==> src/map_consts.svh <==
`ifndef MAP_CONSTS_SVH
`define MAP_CONSTS_SVH

// ~~~~~~~~~~~~~~~~~~~~ Mapper numbers
`define MAP_NROM 8'd0
`define MAP_UXROM 8'd2
`define MAP_AXROM 8'd7
`define MAP_GXROM 8'd66

// ~~~~~~~~~~~~~~~~~~~~ Physical address widths
`define PRG_AW 19 // 512K PRG-ROM
`define CHR_AW 17 // 128K CHR space

// Last 16K bank of a 512K UxROM image
`define UX_LAST_BANK 5'd31

`endif

==> src/map_pkg.sv <==
package map_pkg;

`include "map_consts.svh"

	// CPU side
	typedef logic [15:0] cpu_addr_t;
	typedef logic [7:0] cpu_data_t;

	// PPU side
	typedef logic [13:0] ppu_addr_t;

	typedef logic [7:0] map_idx_t; // Mapper number from config

	// Physical cartridge addresses
	typedef logic [`PRG_AW-1:0] prg_addr_t;
	typedef logic [`CHR_AW-1:0] chr_addr_t;

endpackage

==> src/bus_decode.sv <==
`timescale 1ns/1ps

module bus_decode import map_pkg::*; (
	input logic clk,
	input logic rst,
	input cpu_addr_t cpu_addr,
	input cpu_data_t cpu_data,
	input logic cpu_we,
	input ppu_addr_t ppu_addr,
	output logic reg_wr,
	output cpu_data_t reg_data,
	output cpu_addr_t cpu_addr_q,
	output ppu_addr_t ppu_addr_q
);

	logic we_q; // Write strobe aligned with cpu_addr_q
	cpu_data_t data_q;

	// ~~~~~~~~~~~~~~~~~~~~ Bus sampling
	always_ff @(posedge clk) begin
		if (rst) begin
			cpu_addr_q <= '0;
			ppu_addr_q <= '0;
			we_q <= 1'b0;
		end else begin
			cpu_addr_q <= cpu_addr;
			ppu_addr_q <= ppu_addr;
			we_q <= cpu_we;
		end
	end

	// ~~~~~~~~~~~~~~~~~~~~ Register write pulse
	// Only writes into $8000-$FFFF reach the bank registers
	always_ff @(posedge clk) begin
		if (rst) begin
			reg_wr <= 1'b0;
		end else begin
			reg_wr <= we_q & cpu_addr_q[15]; // ROM area write
		end
	end

	always_ff @(posedge clk) begin
		data_q <= cpu_data;
		reg_data <= data_q; // Byte travels with reg_wr
	end

endmodule

==> src/map_002.sv <==
`timescale 1ns/1ps

`include "map_consts.svh"

module map_002 import map_pkg::*; (
	input logic clk,
	input logic rst,
	input logic reg_wr,
	input cpu_data_t reg_data,
	input cpu_addr_t cpu_addr_q,
	input ppu_addr_t ppu_addr_q,
	input logic mirror_v,
	output prg_addr_t prg_addr,
	output chr_addr_t chr_addr,
	output logic ciram_a10
);

	logic [4:0] prg_bank; // Switchable 16K bank at $8000

	always_ff @(posedge clk) begin
		if (rst) begin
			prg_bank <= '0;
		end else if (reg_wr) begin
			prg_bank <= reg_data[4:0];
		end
	end

	always_comb begin
		if (!cpu_addr_q[14]) begin
			prg_addr = prg_addr_t'({prg_bank, cpu_addr_q[13:0]});
		end else begin
			prg_addr = prg_addr_t'({`UX_LAST_BANK, cpu_addr_q[13:0]}); // $C000 window
		end
	end

	// 8K CHR-RAM, no banking
	assign chr_addr = chr_addr_t'(ppu_addr_q[12:0]);
	assign ciram_a10 = mirror_v ? ppu_addr_q[10] : ppu_addr_q[11];

endmodule

==> src/map_007.sv <==
`timescale 1ns/1ps

module map_007 import map_pkg::*; (
	input logic clk,
	input logic rst,
	input logic reg_wr,
	input cpu_data_t reg_data,
	input cpu_addr_t cpu_addr_q,
	input ppu_addr_t ppu_addr_q,
	output prg_addr_t prg_addr,
	output chr_addr_t chr_addr,
	output logic ciram_a10
);

	logic [2:0] prg_bank; // 32K bank
	logic one_scr; // Nametable page select

	always_ff @(posedge clk) begin
		if (rst) begin
			prg_bank <= '0;
			one_scr <= 1'b0;
		end else if (reg_wr) begin
			prg_bank <= reg_data[2:0];
			one_scr <= reg_data[4];
		end
	end

	// Whole $8000-$FFFF window switches at once
	assign prg_addr = prg_addr_t'({prg_bank, cpu_addr_q[14:0]});

	assign chr_addr = chr_addr_t'(ppu_addr_q[12:0]);

	// One-screen mirroring, configured mirroring has no effect here
	assign ciram_a10 = one_scr;

endmodule

==> src/map_066.sv <==
`timescale 1ns/1ps

module map_066 import map_pkg::*; (
	input logic clk,
	input logic rst,
	input logic reg_wr,
	input cpu_data_t reg_data,
	input cpu_addr_t cpu_addr_q,
	input ppu_addr_t ppu_addr_q,
	input logic mirror_v,
	output prg_addr_t prg_addr,
	output chr_addr_t chr_addr,
	output logic ciram_a10
);

	logic [1:0] prg_bank; // 32K PRG bank
	logic [1:0] chr_bank; // 8K CHR bank

	// Both banks come from the same byte
	always_ff @(posedge clk) begin
		if (rst) begin
			prg_bank <= '0;
			chr_bank <= '0;
		end else if (reg_wr) begin
			prg_bank <= reg_data[5:4];
			chr_bank <= reg_data[1:0];
		end
	end

	assign prg_addr = prg_addr_t'({prg_bank, cpu_addr_q[14:0]});
	assign chr_addr = chr_addr_t'({chr_bank, ppu_addr_q[12:0]});

	assign ciram_a10 = mirror_v ? ppu_addr_q[10] : ppu_addr_q[11];

endmodule

==> src/map_hub.sv <==
`timescale 1ns/1ps

`include "map_consts.svh"

module map_hub import map_pkg::*; (
	input logic clk,
	input logic rst,
	input map_idx_t map_idx,
	input logic mirror_v,
	input cpu_addr_t cpu_addr_q,
	input ppu_addr_t ppu_addr_q,
	input prg_addr_t prg_002,
	input chr_addr_t chr_002,
	input logic a10_002,
	input prg_addr_t prg_007,
	input chr_addr_t chr_007,
	input logic a10_007,
	input prg_addr_t prg_066,
	input chr_addr_t chr_066,
	input logic a10_066,
	output prg_addr_t prg_addr,
	output chr_addr_t chr_addr,
	output logic ciram_a10
);

	prg_addr_t prg_nom;
	chr_addr_t chr_nom;
	logic a10_nom;

	prg_addr_t prg_sel;
	chr_addr_t chr_sel;
	logic a10_sel;

	// ~~~~~~~~~~~~~~~~~~~~ Fixed mapping
	assign prg_nom = prg_addr_t'(cpu_addr_q[14:0]);
	assign chr_nom = chr_addr_t'(ppu_addr_q[12:0]);
	assign a10_nom = mirror_v ? ppu_addr_q[10] : ppu_addr_q[11];

	// ~~~~~~~~~~~~~~~~~~~~ Core select
	always_comb begin
		case (map_idx)
			`MAP_UXROM: begin
				prg_sel = prg_002;
				chr_sel = chr_002;
				a10_sel = a10_002;
			end
			`MAP_AXROM: begin
				prg_sel = prg_007;
				chr_sel = chr_007;
				a10_sel = a10_007;
			end
			`MAP_GXROM: begin
				prg_sel = prg_066;
				chr_sel = chr_066;
				a10_sel = a10_066;
			end
			default: begin // Mapper 0 and unknown numbers
				prg_sel = prg_nom;
				chr_sel = chr_nom;
				a10_sel = a10_nom;
			end
		endcase
	end

	// Second pipeline stage
	always_ff @(posedge clk) begin
		if (rst) begin
			prg_addr <= '0;
			chr_addr <= '0;
			ciram_a10 <= 1'b0;
		end else begin
			prg_addr <= prg_sel;
			chr_addr <= chr_sel;
			ciram_a10 <= a10_sel;
		end
	end

endmodule

==> src/cart_top.sv <==
`timescale 1ns/1ps

module cart_top import map_pkg::*; (
	input logic clk,
	input logic rst,
	input cpu_addr_t cpu_addr,
	input cpu_data_t cpu_data,
	input logic cpu_we,
	input ppu_addr_t ppu_addr,
	input map_idx_t map_idx,
	input logic mirror_v,
	output prg_addr_t prg_addr,
	output chr_addr_t chr_addr,
	output logic ciram_a10
);

	logic reg_wr;
	cpu_data_t reg_data;
	cpu_addr_t cpu_addr_q;
	ppu_addr_t ppu_addr_q;

	prg_addr_t prg_002, prg_007, prg_066;
	chr_addr_t chr_002, chr_007, chr_066;
	logic a10_002, a10_007, a10_066;

	bus_decode i_decode (
		.clk(clk), .rst(rst),
		.cpu_addr(cpu_addr), .cpu_data(cpu_data), .cpu_we(cpu_we), .ppu_addr(ppu_addr),
		.reg_wr(reg_wr), .reg_data(reg_data),
		.cpu_addr_q(cpu_addr_q), .ppu_addr_q(ppu_addr_q)
	);

	// ~~~~~~~~~~~~~~~~~~~~ Mapper cores
	map_002 i_m002 (
		.clk(clk), .rst(rst), .reg_wr(reg_wr), .reg_data(reg_data),
		.cpu_addr_q(cpu_addr_q), .ppu_addr_q(ppu_addr_q), .mirror_v(mirror_v),
		.prg_addr(prg_002), .chr_addr(chr_002), .ciram_a10(a10_002)
	);

	map_007 i_m007 (
		.clk(clk), .rst(rst), .reg_wr(reg_wr), .reg_data(reg_data),
		.cpu_addr_q(cpu_addr_q), .ppu_addr_q(ppu_addr_q),
		.prg_addr(prg_007), .chr_addr(chr_007), .ciram_a10(a10_007)
	);

	map_066 i_m066 (
		.clk(clk), .rst(rst), .reg_wr(reg_wr), .reg_data(reg_data),
		.cpu_addr_q(cpu_addr_q), .ppu_addr_q(ppu_addr_q), .mirror_v(mirror_v),
		.prg_addr(prg_066), .chr_addr(chr_066), .ciram_a10(a10_066)
	);

	map_hub i_hub (
		.clk(clk), .rst(rst), .map_idx(map_idx), .mirror_v(mirror_v),
		.cpu_addr_q(cpu_addr_q), .ppu_addr_q(ppu_addr_q),
		.prg_002(prg_002), .chr_002(chr_002), .a10_002(a10_002),
		.prg_007(prg_007), .chr_007(chr_007), .a10_007(a10_007),
		.prg_066(prg_066), .chr_066(chr_066), .a10_066(a10_066),
		.prg_addr(prg_addr), .chr_addr(chr_addr), .ciram_a10(ciram_a10)
	);

endmodule

==> config.mk <==
export PLATFORM = sky130hd
export DESIGN_NAME = cart_top
export DESIGN_NICKNAME = d
export VERILOG_FILES = /design/src/map_pkg.sv /design/src/bus_decode.sv /design/src/map_002.sv /design/src/map_007.sv /design/src/map_066.sv /design/src/map_hub.sv /design/src/cart_top.sv
export VERILOG_INCLUDE_DIRS = /design/src
export SDC_FILE = /design/constraint.sdc
export NUM_CORES = 1
export LEC_CHECK = 0
export BUFFER_PORTS_ARGS = -buffer_cell sky130_fd_sc_hd__buf_2
export CAP_MARGIN = 10
export CORE_MARGIN = 2
export CORE_UTILIZATION = 30
export CTS_CLUSTER_SIZE = 20
export DETAILED_ROUTE_END_ITERATION = 12
export PLACE_DENSITY_LB_ADDON = 0.05
export SETUP_SLACK_MARGIN = 0.2
export SLEW_MARGIN = 10
export SYNTH_ARGS = -nofsm -noshare
export SYNTH_HDL_FRONTEND = slang
export SYNTH_HIERARCHICAL = 1
export SYNTH_SLANG_ARGS = --single-unit
==> constraint.sdc <==
create_clock -name clk -period 2.98 [get_ports clk]
set_clock_uncertainty 0.1 [all_clocks]
set_input_delay 0.298 -clock clk [delete_from_list [all_inputs] [get_ports clk]]
set_output_delay 0.298 -clock clk [all_outputs]
set_load 0.02 [all_outputs]
* Word-level counts from Yosys, hierarchy flattened
Index checks and enable logic that the tools add are counted.
Word-level totals: word-level logic and storage cells 25, output and inout bits 37, bits of input ports 50, register bits after elaboration 91
Cells by class: bitwise gates (word level) 2, reductions and logical operators 1, muxes and demuxes 4, equality and inequality tests 3
Operators by type and width (number):
- $pmux W19 S3 | 1
- $mux W19 | 1
- $eq A8 B2 Y1 const B | 1
- $eq A8 B3 Y1 const B | 1
- $eq A8 B7 Y1 const B | 1
- $mux W1 | 2
- $reduce_or A2 Y1 | 1
- $and A1 B1 Y1 | 1
- $not A1 Y1 | 1

* Logic depth before layout (Yosys ltp)
depth after elaboration 3, gate-level depth with buffers 7, mapped depth without buffers 5

* Hierarchy
Netlist, hierarchy kept.
Modules (own cells, without submodules):
- map_hub | cells an instance 241, sequential area each 740.7 um^2, area an instance 2048.2 um^2, times used 1
- bus_decode | cells an instance 83, sequential area each 960.9 um^2, area an instance 1186.1 um^2, times used 1
- map_002 | cells an instance 54, sequential area each 100.1 um^2, area an instance 459.2 um^2, times used 1
- map_066 | cells an instance 47, sequential area each 80.1 um^2, area an instance 395.4 um^2, times used 1
- map_007 | cells an instance 47, sequential area each 80.1 um^2, area an instance 391.6 um^2, times used 1

* Least setup slack after synthesis
OpenSTA, ideal clock, no wires.
path kind input port to flip-flop, from in map_idx[6], to reg i_hub.prg_addr[16], arrival time 1.544 ns, stages 6, setup time 0.078 ns, path buffers 2, setup slack 1.258 ns, required time 2.802 ns, cell sequence buf_2 > nor4_1 > and2_1 > buf_4 > a22oi_1 > nor3_1
On the way: cells in the longest elaborated chain, start to end 2, elaborated cells between the ends (all ways) 4, classes of those cells eq/ne: 3; mux: 1
RTL lines:
- start, declared | RTL line cart_top.sv:10 | input map_idx_t map_idx,
- $eq A8 B7 Y1, or another cell as far along | RTL line map_hub.sv:41 | case (map_idx)
- $pmux W19 S3 * | RTL line map_hub.sv:41
- end signal, assigned | RTL line map_hub.sv:72 | prg_addr <= prg_sel;
- end, declared | RTL line map_hub.sv:21 | output prg_addr_t prg_addr,
Every way passes the cells marked *; elsewhere a longest branch is shown, timed or not. A chain may end at the register's enable or synchronous reset.

* Worst setup path after layout
from in map_idx[5], to reg i_hub.prg_addr[14]
Same word-level chain as after synthesis.

==> results by group <==
Drt
  – Post-Route WL: 9.29 mm
  – Total number of vias: 2915
  – First-pass detailed-route iteration total: 5
  – Wire per inst: roughly 14 um
  – Final antenna-violating net count: 0
  – DR iter-0 viols: 180
  – Post-route DRC: 0
  – Vias per cell: 4.51

Finish
  – Multi-input gate area: 1700 sq um
  – Layout Nets: 508
  – Filler cells: 1527
  – Cell area after layout: approximately 4600 sq um
  – Share of cells above drive strength 1: 0.274
  – P&R area growth vs syn: 5.58%
  – Register Area: 1860 sq um
  – Diode count: 0

Critical path
  – Maximum fanout along the worst path: 21
  – R2r setup slk: 1.51 ns
  – Critical-path cell list: buf_2, nor3_2, o2111ai_2, a221oi_1, nor3_1
  – RR Startpoint: i_decode/cpu_addr_q[14]$_SDFF_PP0_
  – Worst setup SP type: primary input
  – Critical Path RT: 3.09 ns
  – R2r endpoint: i_hub/prg_addr[14]$_SDFF_PP0_
  – Worst Setup End Kind: flip-flop
  – Setup crit end: i_hub/prg_addr[14]$_SDFF_PP0_
  – Reg2Reg Depth: 4
  – Critical path class: primary input to flip-flop
  – Crit path largest cell delay: 0.69 ns
  – Worst path slowest cell: o2111ai_2
  – WP data arrival: 2.20 ns
  – Critical Path Source: map_idx[5]

Clocking
  – H-Tree Depth: 3
  – CTS Buf Count: 9
  – Postcts setup bufs: 0
  – Hold_buf cts: 6
  – Root Buffer: clkbuf_16
  – TritonCTS clock tree: done
  – Worst-Skew Late Latency: roughly 0.35 ns
  – Max Root-Sink Buffers: 2
  – Post-cts repair resize count: 0
  – Clk pin slew, worst setup/hold paths: around 0.070 ns
  – Clock sink count: 93

Logic synthesis
  – Synth Instances: ~470
  – Avg Cell Area, Syn: 9.39 sq um
  – Yosys Warn Count: 6
  – Post-synthesis cell area: 4370 sq um

Pwr
  – Static Leak: 1.89 nW
  – Power Density: 577 nW/um^2
  – Worst VDD drop: 266 uV

Timing
  – Post-route clock period utilization: 0.701
  – Final slew viol count: 0
  – RSZ-0062 raised after global routing: false
  – Final setup violation count: 0
  – Minimum clock period: around 2.1 ns
  – Final worst setup slack: 0.890 ns
  – Worst slew pin tran: 1.09 ns
  – Final Hold Viols: 0
  – Slew HR: 0.274
  – Post-Route Setup TNS: 0 ns
  – F_max: 479 MHz

Run
  – Max Cap Violations: 0

Floorplan
  – Die X-Extent: 125 um
  – DIE AREA: about 16000 sq um
  – Die Height: around 120 um
  – Num ports: 87
  – Rows: 44
  – Core Area: ~14000 sq um
  – Starting Density: 0.304

Global route
  – Aggregate global-route resource usage: 0.123
  – Initial antenna violation count: 1
  – Number of global-route vias before repair: 2906
  – Largest net degree at the start of global routing: 50
  – First-pass GRT wire length: 15.1 mm
  – GR Overflow Total: 0

Place
  – Buffers on Ports: 83
  – Post-DP HPWL: 5.94 mm
  – GPL Wtd Cong: roughly 0.65
  – Post-DP Area: between 4000 and 5000 sq um
  – Dpl ws: 0.503 ns

Run status
  – Status: complete, no violations

Hold path
  – Worst hold path class: primary input to flip-flop
-- layout make-up --
| type | instances | share of cell area |
|---|---|---|
| tap | 184 | 0.0499 |
| clock inverter | 7 | 0.0135 |
| clock buffer | 9 | 0.0488 |
| inverter | 1 | 0.000813 |
| sequential | 93 | 0.403 |
| multi-input combinational | 256 | 0.368 |
| timing repair buffer | 97 | 0.116 |
-- registers in the layout, indices dropped and copies added, names as in the netlist, 2 cells and up --
register,cells
i_hub/chr_addr,17
i_hub/prg_addr,19
i_m007/prg_bank,3
i_m066/prg_bank,2
i_decode/ppu_addr_q,13
i_decode/cpu_addr_q,16
i_m066/chr_bank,2
i_decode/data_q,6
i_m002/prg_bank,5
i_decode/reg_data,6
-- critical path, delay by kind of cell --
family,cells,cell delay [ns]
and+or+nand+nor,2,0.63
AOI/OAI and AO/OA,2,1.15
buffers and inverters,1,0.12
-- per-layer routing --
layer / up-vias / wire length (um) / global-route usage
li1: 1485 / - / -
met1: 1336 / 4430 / 0.154
met2: 76 / 4100 / 0.191
met3: 16 / 532 / 0.0365
met4: 2 / 208 / 0.0615
met5: - / 13 / 0
-- worst min path at each step --
| stage | slack (ns) | start | depth (start not counted) | endpoint |
|---|---|---|---|---|
| 2_1_floorplan | 0.21 | i_decode/data_q[0]$_DFF_P_ | 0 | i_decode/reg_data[0]$_DFF_P_ |
| 3_3_place_gp | 0.21 | i_decode/data_q[1]$_DFF_P_ | 0 | i_decode/reg_data[1]$_DFF_P_ |
| 3_5_place_dp | 0.21 | i_decode/data_q[5]$_DFF_P_ | 0 | i_decode/reg_data[5]$_DFF_P_ |
| 4_1_cts | 0.03 | cpu_we | 2 | i_decode/we_q$_SDFF_PP0_ |
| 5_1_grt | 0.04 | cpu_we | 2 | i_decode/we_q$_SDFF_PP0_ |
| 6_report | 0.05 | cpu_we | 2 | i_decode/we_q$_SDFF_PP0_ |
-- report_power, final --
group	internal, mW	switching, mW	leakage (nW)
Clock	0.585	0.537	0.139
Combinational	0.0985	0.118	0.984
Sequential	1.29	0.0318	0.767
-- cell usage in the layout, fill, tap and decap left out, types with 6 or more instances in the layout --
master / count
dfxtp_1: 93
buf_2: 83
nor2_1: 48
nor2b_1: 30
mux2i_1: 27
nor3_1: 21
a221oi_1: 16
a21oi_1: 13
conb_1: 13
o2bb2ai_1: 12
nand3b_1: 11
nand2_1: 10
o22ai_1: 10
mux2_2: 10
clkbuf_16: 9
a22oi_1: 8
buf_4: 8
dlygate4sd3_1: 6
a22o_1: 6
-- through the flow --
stage                     total power, mW  hold slack, ns   util  std cells
after floorplan                      1.57           0.210      -        476
after global placement               1.56           0.215  0.297        625
after detailed placement             1.57           0.212  0.297        625
after CTS                            2.71          0.0325  0.321        647
after global routing                 2.78          0.0369  0.321        647
final                                2.66          0.0528  0.321        647
Note: power is estimated with default switching activity, not from simulation.
